## src/source/l2_settings.svh

```systemverilog
// L2 scratchpad sizing
`ifndef L2_SETTINGS_SVH
`define L2_SETTINGS_SVH

// Requester ports, four AXI bridge ports then two uDMA channels
`define L2_NUM_PORTS  6

// Word-interleaved banks
`define L2_NUM_BANKS  4
`define L2_BANK_WORDS 256 // 32-bit words per bank

`define L2_DATA_WIDTH 32
`define L2_ADDR_WIDTH 32
`define L2_BASE_ADDR  32'h1C00_0000 // Start of the L2 region

`define L2_BANK_SEL_W 2 // log2 of the bank count
`define L2_ROW_W      8 // log2 of the bank depth

`endif

```

## src/source/l2_bus_pkg.sv

```systemverilog
// L2 port-side bus types
`default_nettype none

`include "l2_settings.svh"

package l2_bus_pkg;

  // One TCDM-style request from a requester port
  typedef struct packed {
    logic                         req;   // Held until gnt
    logic [`L2_ADDR_WIDTH-1:0]    addr;  // Absolute address, L2 base included
    logic                         wen;   // Low for a write
    logic [`L2_DATA_WIDTH/8-1:0]  be;    // Byte enables
    logic [`L2_DATA_WIDTH-1:0]    wdata;
  } l2_req_t;

  // Response back to the same port
  typedef struct packed {
    logic                         gnt;     // Request taken this cycle
    logic                         r_valid; // One cycle after the take
    logic [`L2_DATA_WIDTH-1:0]    r_rdata; // Only meaningful for reads
  } l2_rsp_t;

endpackage

`default_nettype wire

```

## src/source/l2_mem_pkg.sv

```systemverilog
// L2 bank-side types
`default_nettype none

`include "l2_settings.svh"

package l2_mem_pkg;

  typedef logic [$clog2(`L2_NUM_PORTS)-1:0] port_idx_t; // Requester port number
  typedef logic [`L2_BANK_SEL_W-1:0]        bank_idx_t; // Bank number from the word address
  typedef logic [`L2_ROW_W-1:0]             row_t;      // Word row inside one bank

  // Request seen by one SRAM bank
  typedef struct packed {
    logic                         req;
    logic                         we;   // High for a write
    row_t                         row;
    logic [`L2_DATA_WIDTH/8-1:0]  be;
    logic [`L2_DATA_WIDTH-1:0]    wdata;
  } bank_req_t;

  // Which port won a bank this cycle
  typedef struct packed {
    logic      valid;
    port_idx_t port;
  } bank_grant_t;

endpackage

`default_nettype wire

```

## src/source/l2_req_xbar.sv

```systemverilog
// L2 request crossbar
`timescale 1ns/1ps
`default_nettype none

`include "l2_settings.svh"

module l2_req_xbar (
  input  logic                                        clk_i,
  input  logic                                        rst_n_i,
  input  l2_bus_pkg::l2_req_t   [`L2_NUM_PORTS-1:0]   port_req_i,
  output logic                  [`L2_NUM_PORTS-1:0]   port_gnt_o,
  output l2_mem_pkg::bank_req_t [`L2_NUM_BANKS-1:0]   bank_req_o,
  output l2_mem_pkg::bank_grant_t [`L2_NUM_BANKS-1:0] bank_grant_o
);

  import l2_mem_pkg::*;

  localparam int unsigned NP = `L2_NUM_PORTS;
  localparam int unsigned NB = `L2_NUM_BANKS;

  logic      [NP-1:0][`L2_ADDR_WIDTH-1:0] port_offset; // Address relative to L2 base
  bank_idx_t [NP-1:0]                     port_bank;
  row_t      [NP-1:0]                     port_row;
  logic      [NB-1:0][NP-1:0]             bank_hit;    // Port p requests bank b

  port_idx_t [NB-1:0] rr_ptr_q;  // Last winner per bank
  logic      [NB-1:0] win_valid;
  port_idx_t [NB-1:0] win_port;

  // Port reached after stepping forward from base, wrapping at NP
  function automatic port_idx_t next_port(port_idx_t base, int step);
    int sum;
    sum = int'(base) + step;
    return port_idx_t'(sum % NP);
  endfunction

  // Base removal and bank/row decode
  always_comb begin
    for (int p = 0; p < NP; p++) begin
      port_offset[p] = port_req_i[p].addr - `L2_BASE_ADDR;
      port_bank[p]   = port_offset[p][2 +: `L2_BANK_SEL_W];           // Word interleave
      port_row[p]    = port_offset[p][2 + `L2_BANK_SEL_W +: `L2_ROW_W];
    end
  end

  always_comb begin
    for (int b = 0; b < NB; b++) begin
      for (int p = 0; p < NP; p++) begin
        bank_hit[b][p] = port_req_i[p].req && (port_bank[p] == bank_idx_t'(b));
      end
    end
  end

  // Round-robin pick, search starts one past the previous winner
  always_comb begin
    for (int b = 0; b < NB; b++) begin
      win_valid[b] = 1'b0;
      win_port[b]  = '0;
      for (int k = 1; k <= NP; k++) begin
        if (!win_valid[b] && bank_hit[b][next_port(rr_ptr_q[b], k)]) begin
          win_valid[b] = 1'b1;
          win_port[b]  = next_port(rr_ptr_q[b], k);
        end
      end
    end
  end

  always_ff @(posedge clk_i) begin
    if (!rst_n_i) begin
      rr_ptr_q <= '0;
    end else begin
      for (int b = 0; b < NB; b++) begin
        if (win_valid[b]) rr_ptr_q[b] <= win_port[b]; // Idle banks keep their pointer
      end
    end
  end

  // Bank requests take the winner's fields
  always_comb begin
    for (int b = 0; b < NB; b++) begin
      bank_req_o[b].req   = win_valid[b];
      bank_req_o[b].we    = ~port_req_i[win_port[b]].wen;
      bank_req_o[b].row   = port_row[win_port[b]];
      bank_req_o[b].be    = port_req_i[win_port[b]].be;
      bank_req_o[b].wdata = port_req_i[win_port[b]].wdata;

      bank_grant_o[b].valid = win_valid[b];
      bank_grant_o[b].port  = win_port[b];
    end
  end

  // A port decodes to one bank only, so one grant source at most
  always_comb begin
    port_gnt_o = '0;
    for (int b = 0; b < NB; b++) begin
      if (win_valid[b]) port_gnt_o[win_port[b]] = 1'b1;
    end
  end

  for (genvar b = 0; b < NB; b++) begin : bank_chk_gen
    // Never two grants into one bank
    assert property (@(posedge clk_i) disable iff (!rst_n_i)
      $onehot0(port_gnt_o & bank_hit[b]));
  end

  for (genvar p = 0; p < NP; p++) begin : port_chk_gen
    // Grant must be backed by the decoded bank's request and bookkeeping
    assert property (@(posedge clk_i) disable iff (!rst_n_i)
      port_gnt_o[p] |-> (bank_req_o[port_bank[p]].req &&
                         bank_grant_o[port_bank[p]].port == port_idx_t'(p)));
  end

endmodule

`default_nettype wire

```

## config.mk

```make
export PLATFORM = sky130hd
export DESIGN_NAME = l2_req_xbar
export DESIGN_NICKNAME = d
export VERILOG_FILES = /design/src/source/l2_bus_pkg.sv /design/src/source/l2_mem_pkg.sv /design/src/source/l2_req_xbar.sv
export VERILOG_INCLUDE_DIRS = /design/src /design/src/source
export SDC_FILE = /design/constraint.sdc
export NUM_CORES = 1
export LEC_CHECK = 0
export BUFFER_PORTS_ARGS = -buffer_cell sky130_fd_sc_hd__buf_2
export CAP_MARGIN = 20
export CORE_AREA = 2 2 241 243
export DETAILED_ROUTE_END_ITERATION = 10
export DIE_AREA = 0 0 243 245
export PLACE_DENSITY_LB_ADDON = 0.05
export REMOVE_ABC_BUFFERS = 1
export SYNTH_ARGS = -nofsm -noshare
export SYNTH_HDL_FRONTEND = slang
export SYNTH_SLANG_ARGS = --single-unit
```

## constraint.sdc

```tcl
create_clock -name clk_i -period 5.9 [get_ports clk_i]
set_input_delay 1.18 -clock clk_i [delete_from_list [all_inputs] [get_ports clk_i]]
set_output_delay 1.18 -clock clk_i [all_outputs]
set_load 0.05 [all_outputs]
```

=== Yosys cells after proc, flatten, opt, wreduce, memory -nomap -nowiden ===
Index checks and enable logic that the tools add are counted.

* Add/sub/neg operators: 30
* Divide/modulo/power cells: 24
* Magnitude comparators: 32
* Equal/unequal tests: 18
* Muxes and demuxes: 124
* Bitwise logic cells: 7
* Reductions and logical operators: 74

{| class="wikitable"
|+ Operators with widths
! kind !! count
|-
| binary-select mux 70 bit (select 3 bit) || 4
|-
| modulo 32 x 3 -> 32 bit, second input constant || 24
|-
| two-way mux 37 bit || 4
|-
| less-than comparator 3 x 4 -> 1 bit, second input constant || 28
|-
| binary-select mux 8 bit (select 3 bit) || 4
|-
| binary-select mux 1 bit (select 3 bit) || 24
|-
| two-way mux 3 bit || 24
|-
| subtractor 12 x 1 -> 12 bit, second input constant || 6
|-
| two-way mux 1 bit || 52
|-
| adder 3 x 3 -> 4 bit, second input constant || 12
|-
| logical AND 1 bit || 48
|-
| adder 3 x 2 -> 4 bit, second input constant || 8
|-
| two-way mux 8 bit || 4
|-
| equality test 2 bit, second input constant || 12
|-
| two-way mux 6 bit || 4
|-
| logical NOT 1 bit || 20
|-
| OR 6 bit || 3
|-
| adder 3 x 1 -> 4 bit, second input constant || 4
|-
| demux 1 bit (select 3 bit) || 4
|-
| equality test 2 x 1 -> 1 bit, second input constant || 6
|-
| greater-or-equal comparator 3 x 1 -> 1 bit, second input constant || 4
|-
| logical NOT 2 bit || 6
|-
| NOT 1 bit || 4
|}

* Register bits after elaboration: 12
* Input port bits: 422
* Output and inout bits: 206
* Word-level logic and storage cells: 313

=== Longest topological paths before layout ===
* Depth after elaboration: 32
* Depth in mapped cells: 19
* Mapped depth without buffers: 16

=== Worst setup path after synthesis ===
Ideal clock, no wire load.

* Path kind: register to output
* From: register rr_ptr_q[10] (netlist bit)
* To: output bank_req_o[178] (netlist bit)
* Arrival: 4.919 ns
* Required time: 4.720 ns
* Setup slack: -0.199 ns
* Cell stages (with the launch flop): 17
* Path buffers: 2
* Path through: dfxtp_1 -> inv_1 -> ha_1 -> a21oi_1 -> inv_1 -> ha_1 -> inv_1 -> a311oi_1 -> nor3b_1 -> o21a_1 -> or4_1 -> a21o_1 -> a32oi_4 -> buf_6 -> buf_4 -> mux2i_1 -> o21ai_0

{| class="wikitable"
|+ RTL lines
! what !! line !! source
|-
| from (decl) || l2_req_xbar.sv:26 || <nowiki>port_idx_t [NB-1:0] rr_ptr_q;</nowiki>
|-
| from (signal, indexed assignment) || l2_req_xbar.sv:73 || <nowiki>if (win_valid[b]) rr_ptr_q[b] <= win_port[b];</nowiki>
|-
| to (decl) || l2_req_xbar.sv:12 || <nowiki>output l2_mem_pkg::bank_req_t [`L2_NUM_BANKS-1:0] bank_req_o,</nowiki>
|}

==> impl_metrics.py <==
metrics = {
    "worst_hold_path": {
        "min_path_type": "register to register",
    },
    "global_routing": {
        "grt_first_pass_wirelength_mm": 112,
        "grt-ovfl-total": 0,
        "antenna_found_initial": 26,
        "first_global_vias": 16900,
        "grt_usage_pct": 24.2,
        "grt_max_degree": 75,
    },
    "detailed_routing": {
        "wire_per_inst_um": 26.2,
        "vias": 17100,
        "drc": 0,
        "wl_mm": 79.9,
        "first_pass_iters": 5,
        "vias_per_cell": 5.62,
        "antenna_left": 0,
        "drt_iter0_drc": 999,
    },
    "timing": {
        "grt_setup_unrepaired": "yes",
        "setup_viol": 0,
        "fin_skew_ns": 0.000174,
        "worst_pin_slew_ns": 0.633,
        "fmax_ghz": 0.174,
        "hold_viol": 0,
        "maxSlewHeadroom_pct": 57.5,
        "timing.final.crit_period_ns": 5.73,
        "drv_slew": 0,
        "setup_ws_ns": 0.166,
        "period_share_pct": 97.2,
    },
    "placement": {
        "dp.cells": 2994,
        "dp_hpwl_mm": 57.6,
        "globalplace.congestion": 0.881,
        "post-place-ws_ns": -0.0362,
        "port_buffers": 495,
        "placed_area_um2": 18200,
    },
    "clocking": {
        "tritoncts": "yes",
        "htree_levels": 1,
        "clock_latency_ns": 0.24,
        "cts_root_buf": "clkbuf_16",
        "path_clk_slew_ns": 0.05,
        "cts_buffer_depth": 2,
        "postCtsHoldBufs": 0,
        "clock_sinks": 12,
        "cts_made_buffers": 3,
    },
    "synthesis": {
        "syn_avg_cell_area_um2": 7.89,
        "seq_area_frac_synth_pct": 1.72,
        "ys_seq_elements": 12,
        "ys.warnings.count": 0,
        "ys_types": 105,
        "synthCells": 1765,
        "synth_flop_cell": "dfxtp_1",
        "synth-async-reset-ratio_pct": 0,
        "synth_edf_count": 0,
        "syn_area_um2": 13900,
    },
    "final_layout": {
        "drive_above_1_share_pct": 34.4,
        "largest_register_ffs": 12,
        "area_growth_pct": 37.8,
        "reg_top3": "rr_ptr_q (12)",
        "largest_register": "rr_ptr_q",
        "fin_area_um2": 19200,
        "fin_cells": 3046,
        "final_nets": 2744,
        "multi_input_area_um2": 12900,
        "n_fill_cell": 6178,
        "register_area_um2": 251,
    },
    "die": {
        "die_y_um": 245,
        "die_x_um": 243,
        "die_area_um2": 59500,
        "core_um2": 57000,
        "rows": 88,
        "initial_core_util_pct": 24.4,
        "num_io_pins": 628,
    },
    "job": {
        "cap_violations": 0,
    },
    "setup_path": {
        "critPathRequiredTime_ns": 4.72,
        "worstSetupEndpointType": "output port",
        "r2r-end": "rr_ptr_q[8]",
        "crit_start": "rr_ptr_q[9]",
        "critPathLaunchType": "register",
        "r2r-start": "rr_ptr_q[7]",
        "cp_max_fo": 12,
        "ff2ff_setup_slack_ns": 2.04,
        "reg2reg_depth": 17,
        "critical_path_class": "register to output port",
        "crit_end": "bank_req_o[167]",
        "cp.arrival_ns": 4.55,
    },
    "status": {
        "status": "completed",
    },
}
[cell usage in the layout (no fill, tap or decap), types with 13 or more instances in the layout]
cell	n
buf_12	53
a21oi_1	32
nand2_1	41
clkbuf_4	15
nor2_1	32
ha_1	45
a21boi_0	52
o221ai_1	88
o21ai_0	76
nor2b_1	14
or2_1	19
nand3_1	37
inv_1	41
mux2i_1	508
or2_0	17
o22a_1	90
buf_4	121
nor3_1	13
o21ai_1	95
buf_2	454
and3_1	55
[routing by layer]
metal | GRT usage [%] | vias to the layer above | part of all wire [%]
li1 | - | 7971 | -
met1 | 30.8 | 8406 | 43
met2 | 42.4 | 604 | 48
met3 | 4.30 | 116 | 6.2
met4 | 5.43 | 14 | 2.2
met5 | 0 | - | 0.13
[metrics by stage]
step           hold slack [ns]  setup TNS (ns)  utilization [%]
2_1_floorplan            0.523         -943.97                -
3_3_place_gp             0.533               0             31.9
3_5_place_dp             0.546         -0.0362             31.9
4_1_cts                  0.554               0             32.3
5_1_grt                  0.549          -0.145             33.6
6_report                 0.519               0             33.7
[repair_timing]
item / 4_1_cts / 5_1_grt
setup endpoints to repair: 87 / 186
gates resized for setup: 13 / 101
buffers inserted: 4 / 23
gates cloned: 1 / 10
pin swaps: 3 / 16
[final cells by class]
class	instances	share of cell area, %
well taps	765	4.99
clock buffers	3	0.391
multi-input cells	1538	67.2
flip-flops and latches	12	1.31
diodes	11	0.143
inverters	52	1.02
repair buffers	665	24.9
[how the worst min path moves through the flow]
stage | from | depth (start not counted) | endpoint | slack [ns]
after global routing | rr_ptr_q[11] | 2 | rr_ptr_q[11] | 0.55
final | rr_ptr_q[11] | 2 | rr_ptr_q[11] | 0.52
after CTS | rr_ptr_q[11] | 2 | rr_ptr_q[11] | 0.55
after global placement | rr_ptr_q[11] | 2 | rr_ptr_q[11] | 0.53
after detailed placement | rr_ptr_q[11] | 2 | rr_ptr_q[11] | 0.55
after floorplan | rr_ptr_q[4] | 2 | rr_ptr_q[4] | 0.52
[worst max-delay path, stage by stage, from the launching register on]
cell and delay [ns]:
dfxtp_1 0.35, buf_4 0.18, buf_4 0.20, a21o_1 0.24, ha_1 0.30, o311a_1 0.41
o21a_1 0.18, o211ai_1 0.43, nand3_1 0.19, nand4bb_4 0.33, a32oi_4 0.28, buf_6 0.17
buf_12 0.16, buf_12 0.17, mux2i_1 0.09, o22a_1 0.19, o21ai_1 0.11, buf_2 0.30
[synth_stat cells (all sizes together) (7+ instances only)]
cell type / n / share of area, %
nor2: 32 / 0.86
nand2: 46 / 1.3
and3: 55 / 2.5
nand4: 9 / 0.40
nand3b: 11 / 0.59
o211ai: 12 / 0.72
inv: 51 / 1.4
a211oi: 15 / 0.84
ha: 50 / 4.5
or2: 47 / 2.1
o21a: 12 / 0.65
or3: 10 / 0.45
o22ai: 13 / 0.67
a21oi: 37 / 1.4
nand3: 38 / 1.4
nor3b: 10 / 0.61
a21boi: 55 / 3.0
and2: 13 / 0.58
o21ai: 172 / 6.2
a211o: 12 / 0.75
mux2i: 509 / 37
a31oi: 13 / 0.58
nor4: 8 / 0.45
o22a: 90 / 5.7
mux2: 9 / 0.73
o221ai: 89 / 5.6
xnor2: 9 / 0.78
nand2b: 14 / 0.63
clkbuf: 62 / 1.7
buf: 101 / 4.7
nor3: 17 / 0.65
dfxtp: 12 / 1.7
nand4bb: 7 / 0.68
nor2b: 16 / 0.72
[cell families after synthesis]
group	Yosys count	synth area share (%)
DFF	12	1.72
muxes	524	38.3
buffers and inverters	215	7.80
xor gates and xnor gates	11	0.907
and+or+nand+nor	358	15.6
AOI/OAI and AO/OA	595	31.2
adders and majority gates	50	4.49
Power is left out: the tool's default activity adds up to more than one toggle a clock period on the data nets, which glitch-free logic cannot reach.
