### src/source/l2_settings.svh
// L2 scratchpad sizing
`ifndef L2_SETTINGS_SVH
`define L2_SETTINGS_SVH

// Requester ports, four AXI bridge ports then two uDMA channels
`define L2_NUM_PORTS  6

// Word-interleaved banks
`define L2_NUM_BANKS  4
`define L2_BANK_WORDS 256 // 32-bit words per bank

`define L2_DATA_WIDTH 32
`define L2_ADDR_WIDTH 32
`define L2_BASE_ADDR  32'h1C00_0000 // Start of the L2 region

`define L2_BANK_SEL_W 2 // log2 of the bank count
`define L2_ROW_W      8 // log2 of the bank depth

`endif

### src/source/l2_bus_pkg.sv
// L2 port-side bus types
`default_nettype none

`include "l2_settings.svh"

package l2_bus_pkg;

  // One TCDM-style request from a requester port
  typedef struct packed {
    logic                         req;   // Held until gnt
    logic [`L2_ADDR_WIDTH-1:0]    addr;  // Absolute address, L2 base included
    logic                         wen;   // Low for a write
    logic [`L2_DATA_WIDTH/8-1:0]  be;    // Byte enables
    logic [`L2_DATA_WIDTH-1:0]    wdata;
  } l2_req_t;

  // Response back to the same port
  typedef struct packed {
    logic                         gnt;     // Request taken this cycle
    logic                         r_valid; // One cycle after the take
    logic [`L2_DATA_WIDTH-1:0]    r_rdata; // Only meaningful for reads
  } l2_rsp_t;

endpackage

`default_nettype wire

### src/source/l2_mem_pkg.sv
// L2 bank-side types
`default_nettype none

`include "l2_settings.svh"

package l2_mem_pkg;

  typedef logic [$clog2(`L2_NUM_PORTS)-1:0] port_idx_t; // Requester port number
  typedef logic [`L2_BANK_SEL_W-1:0]        bank_idx_t; // Bank number from the word address
  typedef logic [`L2_ROW_W-1:0]             row_t;      // Word row inside one bank

  // Request seen by one SRAM bank
  typedef struct packed {
    logic                         req;
    logic                         we;   // High for a write
    row_t                         row;
    logic [`L2_DATA_WIDTH/8-1:0]  be;
    logic [`L2_DATA_WIDTH-1:0]    wdata;
  } bank_req_t;

  // Which port won a bank this cycle
  typedef struct packed {
    logic      valid;
    port_idx_t port;
  } bank_grant_t;

endpackage

`default_nettype wire

### src/source/l2_resp_router.sv
// L2 response router
`timescale 1ns/1ps
`default_nettype none

`include "l2_settings.svh"

module l2_resp_router (
  input  logic                                          clk_i,
  input  logic                                          rst_n_i,
  input  l2_mem_pkg::bank_grant_t [`L2_NUM_BANKS-1:0]   bank_grant_i,
  input  logic                    [`L2_NUM_PORTS-1:0]   port_gnt_i,
  input  logic [`L2_NUM_BANKS-1:0][`L2_DATA_WIDTH-1:0]  bank_rdata_i,
  output l2_bus_pkg::l2_rsp_t     [`L2_NUM_PORTS-1:0]   port_rsp_o
);

  import l2_mem_pkg::*;

  localparam int unsigned NP = `L2_NUM_PORTS;
  localparam int unsigned NB = `L2_NUM_BANKS;

  bank_grant_t [NB-1:0]         grant_q; // Winner of each bank, one cycle old
  logic        [NP-1:0][NB-1:0] rsp_hit; // Bank b answers port p this cycle

  always_ff @(posedge clk_i) begin
    if (!rst_n_i) begin
      grant_q <= '0;
    end else begin
      grant_q <= bank_grant_i; // Reloaded every cycle, one response per bank in flight
    end
  end

  always_comb begin
    for (int p = 0; p < NP; p++) begin
      for (int b = 0; b < NB; b++) begin
        rsp_hit[p][b] = grant_q[b].valid && (grant_q[b].port == port_idx_t'(p));
      end
    end
  end

  // Steer bank read data back, write responses reuse the same path
  always_comb begin
    for (int p = 0; p < NP; p++) begin
      port_rsp_o[p].gnt     = port_gnt_i[p];
      port_rsp_o[p].r_valid = |rsp_hit[p];
      port_rsp_o[p].r_rdata = '0;
      for (int b = 0; b < NB; b++) begin
        if (rsp_hit[p][b]) port_rsp_o[p].r_rdata = bank_rdata_i[b];
      end
    end
  end

  for (genvar p = 0; p < NP; p++) begin : rsp_chk_gen
    // Crossbar grants a port into one bank per cycle only
    assert property (@(posedge clk_i) disable iff (!rst_n_i)
      $onehot0(rsp_hit[p]));
  end

endmodule

`default_nettype wire

### config.mk
export PLATFORM = sky130hd
export DESIGN_NAME = l2_resp_router
export DESIGN_NICKNAME = d
export VERILOG_FILES = /design/src/source/l2_bus_pkg.sv /design/src/source/l2_mem_pkg.sv /design/src/source/l2_resp_router.sv
export VERILOG_INCLUDE_DIRS = /design/src /design/src/source
export SDC_FILE = /design/constraint.sdc
export NUM_CORES = 1
export LEC_CHECK = 0
export BUFFER_PORTS_ARGS = -buffer_cell sky130_fd_sc_hd__buf_2
export CORE_AREA = 3 3 139 141
export DETAILED_ROUTE_END_ITERATION = 7
export DIE_AREA = 0 0 142 144
export HOLD_SLACK_MARGIN = 0.1
export PLACE_DENSITY_LB_ADDON = 0.12
export SLEW_MARGIN = 20
export SYNTH_ARGS = -nofsm -noshare
export SYNTH_HDL_FRONTEND = slang
export SYNTH_SLANG_ARGS = --single-unit
export TNS_END_PERCENT = 5
### constraint.sdc
create_clock -name clk_i -period 5.04 [get_ports clk_i]
set_input_delay 0.756 -clock clk_i [delete_from_list [all_inputs] [get_ports clk_i]]
set_output_delay 0.756 -clock clk_i [all_outputs]
set_load 0.02 [all_outputs]
* Word level (Yosys, flattened, before mapping)
Index checks and enable logic that the tools add are counted.
Operators by class: equality and inequality tests 20, muxes and demuxes 24, reduce and logical (&&, ||, !) cells 34
Operators by type and width (count):
- $mux 32 | 24
- $eq 3x2->1 const B | 8
- $eq 3x3->1 const B | 8
- $logic_and 1x1->1 | 24
- $reduce_or 4->1 | 6
- $eq 3x1->1 const B | 4
- $logic_not 3->1 | 4
Storage, ports and cells: register bits 16, logic and storage cells 86

* Logic depth before layout (Yosys ltp)
Gate-level depths: netlist (run 1).
word-level depth 6, mapped depth 7, depth with buffers taken out 3

* Worst setup path after synthesis (run 1)
Ideal clock, no wire load.
path kind register to output, from register grant_q[8] (netlist bit), to output port port_rsp_o[0] (netlist bit), arrival 1.975 ns, path slack 2.309 ns, cell stages (with the launch flop) 5, cell sequence dfxtp_1 -> nor4b_1 -> clkbuf_1 -> a211oi_1 -> a221oi_1
RTL lines:
- start: declaration | line l2_resp_router.sv:21 | bank_grant_t [NB-1:0] grant_q;
- start signal: assignment | line l2_resp_router.sv:28 | grant_q <= bank_grant_i;
- end: declaration | line l2_resp_router.sv:13 | output l2_bus_pkg::l2_rsp_t [`L2_NUM_PORTS-1:0] port_rsp_o

==> key figures, run 1 <==
Run status
  – Outcome: finished clean

Timing
  – Max-slew violation total from the final report: 0
  – Unrepaired setup endpoints after global routing: false
  – Worst-Margin Slew: 1170 ps
  – Hold slack: 707 ps
  – Maximum clock frequency: around 260 MHz
  – Number of endpoints failing setup at the final stage: 0
  – Final critical-path share of the clock period: 0.777
  – Slew headroom: 0.217
  – Final count of hold timing violations: 0
  – Minimum clock period after layout: 3920 ps
  – Setup TNS: 0 ps

Detailed routing
  – First drt pass iteration count: 7
  – Detail-routed net length per standard cell: 29.0 um
  – Drt total wl: 43400 um
  – Violation count after the first detailed-route iteration: 2007
  – Count of antenna-violating nets left after detailed routing: 0
  – Via Count: 11500
  – Vias per inst: 7.66
  – Drt drc: 0

Synth
  – Yosys warning total: 0
  – Synthesized flop and latch total: 16
  – Post-synthesis area per instance: 6.37 um2
  – Number of standard cells after synthesis: around 1100
  – Count of different cell masters after synthesis: 21
  – Post-synthesis sequential area ratio: 0.0476
  – Post-synthesis instance area: 0.00672 mm2
  – Syn nets: 1207

Placement
  – Area post-placement: approximately 0.0085 mm2
  – Half-perimeter wire length after detailed placement: 27000 um
  – Global placer's final weighted congestion: 0.898
  – Port Buffer Count: roughly 340

Floorplan
  – Total core area: 0.0181 mm2
  – Floorplan die height: roughly 140 um
  – Die width: 142 um
  – Die area: 0.0204 mm2
  – Starting density of the core: 0.372
  – Placement Rows: 49
  – Total I/O pin count: 356

Power
  – Peak supply drop: about 0.00016 V
  – Design internal power: 482 uW
  – Power density normalized to cell area: roughly 120 mW/mm2
  – Pwr Total: 996 uW
  – Power share of the combinational group: 0.673
  – Leakage power: 0.00360 uW
  – Switching power total: just over 500 uW
  – Sw Ratio: 0.516
  – Sequential share of power: 0.158
  – Portion of total power attributed to the clock network: 0.169

Finish
  – Filler instances: 1932
  – Nets@finish: 1420
  – Biggest register: grant_q
  – P&R area growth vs syn: 28.8%
  – Max reg flops: 16
  – Most used cells in the layout excluding fill and tap cells: sky130_fd_sc_hd__buf_2, sky130_fd_sc_hd__a211oi_1, sky130_fd_sc_hd__nand3_1, sky130_fd_sc_hd__nor2_1, sky130_fd_sc_hd__a221oi_1
  – Leading cell type in the layout, fill and taps excluded: sky130_fd_sc_hd__buf_2
  – Top flop regs: grant_q: 16 flops
  – Layout cell share with drive strength beyond 1: 0.358
  – Post-route cell area: about 0.0087 mm2

Clock network
  – Post-cts resize count: 0
  – CTS buffer count: 3
  – Setup fix buffers added after clock tree synthesis: 0
  – Number of clock sinks seen by CTS: 16
  – H-tree levels: 1
  – Hold buffer count at CTS: 0
  – Clock tree from TritonCTS: yes
  – Max Buffers Root-to-Sink: 2
  – Clock-pin slew on the worst setup and hold paths: roughly 50 ps
  – Clock root cell: sky130_fd_sc_hd__clkbuf_16

Hold path
  – Worst min-delay path startpoint: bank_grant_i[3]
  – Hold-critical path endpoint: grant_q[3]$_SDFF_PN0_
  – WHS Path Cells: 2
  – Type of the tightest min-delay check: input port to flop

Worst setup path
  – CP Class: flop to primary output
  – Startpoint type of the worst setup path: flop
  – Kind of capture point of the worst setup path: primary output
  – Worst Path Max Fanout: 16
  – Data arrival, critical path: 3160 ps
  – Required time at the endpoint of the critical path: about 4300 ps

Flow run
  – Max-cap violations: 0

Global routing
  – Via count of the first global-routing pass: 10600
  – Total grt overflow: 0
  – Global-route wire length before repair: 63000 um
  – Initial antenna violation count: 1
  – Largest net degree at the start of global routing: 35
  – All-layer global routing usage: 0.387
worst max-delay path, stage by stage (launching register included):
cell and delay, ps:
sky130_fd_sc_hd__dfxtp_1 680, sky130_fd_sc_hd__nand4b_1 1050, sky130_fd_sc_hd__buf_4 580, sky130_fd_sc_hd__buf_4 190
sky130_fd_sc_hd__nand3_1 70, sky130_fd_sc_hd__a221oi_1 120, sky130_fd_sc_hd__buf_2 220
how the worst max path moves through the flow:
stage	start	end	slack, ps	cells past startpoint
after floorplan	grant_q[8]$_SDFF_PN0_	port_rsp_o[0]	2310	4
after global placement	grant_q[4]$_SDFF_PN0_	port_rsp_o[183]	1560	6
after detailed placement	grant_q[7]$_SDFF_PN0_	port_rsp_o[28]	1540	5
after CTS	grant_q[7]$_SDFF_PN0_	port_rsp_o[28]	1270	5
after global routing	grant_q[6]$_SDFF_PN0_	port_rsp_o[183]	1110	6
final	grant_q[6]$_SDFF_PN0_	port_rsp_o[183]	1120	6
per-stage QoR:
stage           util  setup WS (ps)  instances
2_1_floorplan      -           2310       1055
3_3_place_gp   0.472           1560       1490
3_5_place_dp   0.473           1540       1491
4_1_cts        0.478           1270       1495
5_1_grt        0.478           1110       1496
6_report       0.479           1120       1497
Yosys cell counts:
master,n,area share
sky130_fd_sc_hd__clkbuf_1,148,0.083
sky130_fd_sc_hd__or4_1,6,0.0067
sky130_fd_sc_hd__nand3_1,192,0.14
sky130_fd_sc_hd__or4b_1,2,0.0030
sky130_fd_sc_hd__nor4b_2,3,0.0067
sky130_fd_sc_hd__buf_2,14,0.010
sky130_fd_sc_hd__nand4b_1,4,0.0052
sky130_fd_sc_hd__nor4bb_1,12,0.018
sky130_fd_sc_hd__and4b_1,8,0.012
sky130_fd_sc_hd__a221oi_2,30,0.067
sky130_fd_sc_hd__and2_1,22,0.020
sky130_fd_sc_hd__a211oi_1,192,0.21
sky130_fd_sc_hd__a221oi_1,162,0.21
sky130_fd_sc_hd__dfxtp_1,16,0.048
sky130_fd_sc_hd__inv_1,32,0.018
sky130_fd_sc_hd__buf_6,4,0.0067
sky130_fd_sc_hd__nor4b_1,1,0.0013
sky130_fd_sc_hd__nor2_1,192,0.11
sky130_fd_sc_hd__buf_1,2,0.0011
sky130_fd_sc_hd__nand4bb_1,6,0.010
sky130_fd_sc_hd__buf_4,7,0.0078
power groups by stage:
| stage | sequential, uW | clock [uW] | combinational [uW] |
|---|---|---|---|
| 2_1_floorplan | 141 | 0 | 369 |
| 3_5_place_dp | 159 | 0 | 648 |
| 3_3_place_gp | 159 | 0 | 647 |
| 4_1_cts | 157 | 172 | 650 |
| 5_1_grt | 158 | 179 | 698 |
| 6_report | 157 | 168 | 671 |
final cells by class:
cell class	instances	area, um2	area share
Multi-Input combinational cell	832	5810	0.672
Timing Repair Buffer	383	2020	0.234
Sequential cell	16	320	0.0370
Tap cell	229	287	0.0331
Inverter	32	120	0.0139
Clock buffer	4	88.8	0.0103
Antenna cell	1	2.50	0.000289
routing by layer:
layer	routed length (um)	up-vias	global-route usage
met4	3020	2	0.210
met2	18400	1316	0.599
met5	7	-	0
met1	15300	5198	0.494
li1	-	4647	-
met3	6610	302	0.0956
cells by family (layout without fill, tap and decap cells):
kind of cell	after synthesis	after routing	synth area share
compound gates	384	384	0.492
buf+inv	207	419	0.127
flops	16	16	0.0476
other cells	0	1	0
simple gates	448	448	0.333
(Power assumes the default switching activity.)
==> run 2, diff against run 1 <==
--- a/config.mk
+++ b/config.mk
@@ -6,10 +6,11 @@
 export SDC_FILE = /design/constraint.sdc
 export NUM_CORES = 1
 export LEC_CHECK = 0
+export ABC_AREA = 1
 export BUFFER_PORTS_ARGS = -buffer_cell sky130_fd_sc_hd__buf_2
-export CORE_AREA = 3 3 139 141
+export CORE_MARGIN = 3
+export CORE_UTILIZATION = 50
 export DETAILED_ROUTE_END_ITERATION = 7
-export DIE_AREA = 0 0 142 144
 export HOLD_SLACK_MARGIN = 0.1
 export PLACE_DENSITY_LB_ADDON = 0.12
 export SLEW_MARGIN = 20
==> constraint.sdc (replaced) <==
create_clock -name clk_i -period 3.85 [get_ports clk_i]
set_input_delay 0.5775 -clock clk_i [delete_from_list [all_inputs] [get_ports clk_i]]
set_output_delay 0.5775 -clock clk_i [all_outputs]
set_load 0.02 [all_outputs]
==> key figures, run 2 <==
Synth
  – Synthesized flop and latch total: 16
  – Dominant cell by count in the synthesized netlist: sky130_fd_sc_hd__nand2_1
  – Async set-or-reset flop fraction in the synthesized netlist: 0
  – Number of standard cells after synthesis: 2057
  – Syn nets: 2209
  – Post-synthesis area per instance: 4.41 um2
  – Cell taking the most area after synthesis: sky130_fd_sc_hd__nand2_1
  – Yosys top cell area share: 0.201
  – Number of enable-type register cells in the synthesized netlist: 0
  – Most area-consuming cells after synthesis: sky130_fd_sc_hd__nand2_1, sky130_fd_sc_hd__inv_1, sky130_fd_sc_hd__nand3_1
  – Yosys warning total: 0
  – Most instantiated cells after synthesis: sky130_fd_sc_hd__nand2_1, sky130_fd_sc_hd__inv_1, sky130_fd_sc_hd__nor2_1, sky130_fd_sc_hd__nand3_1, sky130_fd_sc_hd__o21ai_0
  – Post-synthesis instance area: 0.00908 mm2
  – Count of different cell masters after synthesis: 21
  – Leading register cell type out of synthesis: sky130_fd_sc_hd__dfxtp_1
  – Post-synthesis sequential area ratio: 0.0353

Global routing
  – Largest net degree at the start of global routing: 64
  – Global-route wire length before repair: ~70000 um
  – Via count of the first global-routing pass: approximately 13000
  – Total grt overflow: 0
  – All-layer global routing usage: 0.430
  – Initial antenna violation count: 2

Detailed routing
  – First drt pass iteration count: 7
  – Drt total wl: 46100 um
  – Via Count: 14900
  – Detail-routed net length per standard cell: 18.3 um
  – Drt drc: 0
  – Vias per inst: 5.92
  – Violation count after the first detailed-route iteration: approximately 2100
  – Count of antenna-violating nets left after detailed routing: 0

Power
  – Leakage power: 0.00663 uW
  – Peak supply drop: ~0.00016 V
  – Pwr Total: between 1000 and 1500 uW
  – Power density normalized to cell area: 126 mW/mm2

Worst setup path
  – Cell family with the largest share of critical-path delay: simple AND/OR/NAND/NOR gates
  – Cells along the critical path: nand2_2, nor2_4, nand2_2, inv_2, nand2_1, nand3_1, nand2_1, buf_2
  – Kind of capture point of the worst setup path: primary output
  – Required time at the endpoint of the critical path: 3270 ps
  – Number of buffer and inverter stages on the critical path: 2
  – Worst Path Max Fanout: 34
  – Critical-path top delay cell: sky130_fd_sc_hd__dfxtp_1
  – Startpoint type of the worst setup path: flop
  – CP peak stage delay: around 840 ps
  – CP Class: flop to primary output
  – Data arrival, critical path: roughly 3200 ps

Finish
  – Post-route cell area: 0.0109 mm2
  – P&R area growth vs syn: 19.8%
  – Nets@finish: between 2000 and 2500
  – Filler instances: around 1900
  – Most used cells in the layout excluding fill and tap cells: sky130_fd_sc_hd__nand2_1, sky130_fd_sc_hd__inv_1, sky130_fd_sc_hd__buf_2
  – Post-Layout Cell Count: 2518
  – Leading cell type in the layout, fill and taps excluded: sky130_fd_sc_hd__nand2_1
  – Layout cell share with drive strength beyond 1: 0.186
  – Max reg flops: 16
  – Top flop regs: grant_q: 16 flops
  – Biggest register: grant_q

Timing
  – Slew headroom: 0.249
  – Final count of hold timing violations: 0
  – Worst-Margin Slew: approximately 1100 ps
  – Final critical-path share of the clock period: 0.974
  – Minimum clock period after layout: ~3700 ps
  – Number of endpoints failing setup at the final stage: 0
  – Setup TNS: 0 ps
  – Maximum clock frequency: 267 MHz
  – Max-slew violation total from the final report: 0
  – Unrepaired setup endpoints after global routing: false

Placement
  – Port Buffer Count: 343
  – Placed cell count: 2511
  – Global placer's final weighted congestion: 1.01
  – Area post-placement: 0.0108 mm2
  – Half-perimeter wire length after detailed placement: 31600 um

Clock network
  – Post-cts resize count: 0
  – CTS buffer count: 3
  – Clock tree from TritonCTS: yes
  – Max Buffers Root-to-Sink: 2
  – Clock-pin slew on the worst setup and hold paths: 60 ps
  – Clock root cell: sky130_fd_sc_hd__clkbuf_16
  – Setup fix buffers added after clock tree synthesis: 0
  – Hold buffer count at CTS: 0
  – H-tree levels: 1
  – Number of clock sinks seen by CTS: 16

Floorplan
  – Total I/O pin count: 356
  – Starting density of the core: 0.518
  – Total core area: 0.0175 mm2
  – Placement Rows: 48
  – Floorplan die height: approximately 140 um
  – Die width: between 100 and 150 um
  – Die area: 0.0198 mm2

Hold path
  – Type of the tightest min-delay check: input port to flop

Flow run
  – Max-cap violations: 0

Run status
  – Outcome: finished clean
-- run 2: layout make-up --
class | instances | area (um2) | share of cell area
multi-input cells | 1468 | 6560 | 0.603
diodes | 3 | 7.51 | 0.000690
clock buffers | 4 | 88.8 | 0.00816
inverters | 418 | 1570 | 0.144
flip-flops and latches | 16 | 320 | 0.0294
repair buffers | 384 | 2050 | 0.188
well taps | 225 | 282 | 0.0259
-- run 2: where the power goes --
group          switching, uW  internal, uW
combinational            682           271
clock                   70.5           158
sequential              16.7           175
total                    770           604
-- run 2: routing by layer --
layer	track usage	share of wire	up-vias
li1	-	-	6822
met5	0	0.00026	-
met3	0.0997	0.16	220
met4	0.203	0.049	2
met2	0.679	0.43	1409
met1	0.555	0.36	6443
-- run 2: path summary, 6_finish.rpt --
kind	depth (start not counted)	to	from
worst min-delay path	3	grant_q[15]$_SDFF_PN0_	bank_grant_i[15]
worst max-delay path	8	port_rsp_o[123]	grant_q[5]$_SDFF_PN0_
-- run 2: metrics by stage --
step | setup WS [ps] | utilization | hold slack (ps)
after global placement | 655 | 0.615 | 763
after floorplan | 1800 | - | 671
after global routing | 54.5 | 0.620 | 530
final | 102 | 0.620 | 514
after detailed placement | 524 | 0.615 | 763
after CTS | 269 | 0.620 | 512
-- run 2: kinds of logic (layout without fill, tap and decap cells) --
logic type | Yosys count | in the layout | share of synthesized area
other cells | 0 | 3 | 0
flops | 16 | 16 | 0.0353
buf+inv | 573 | 806 | 0.247
simple gates | 1023 | 1023 | 0.472
compound gates | 445 | 445 | 0.245
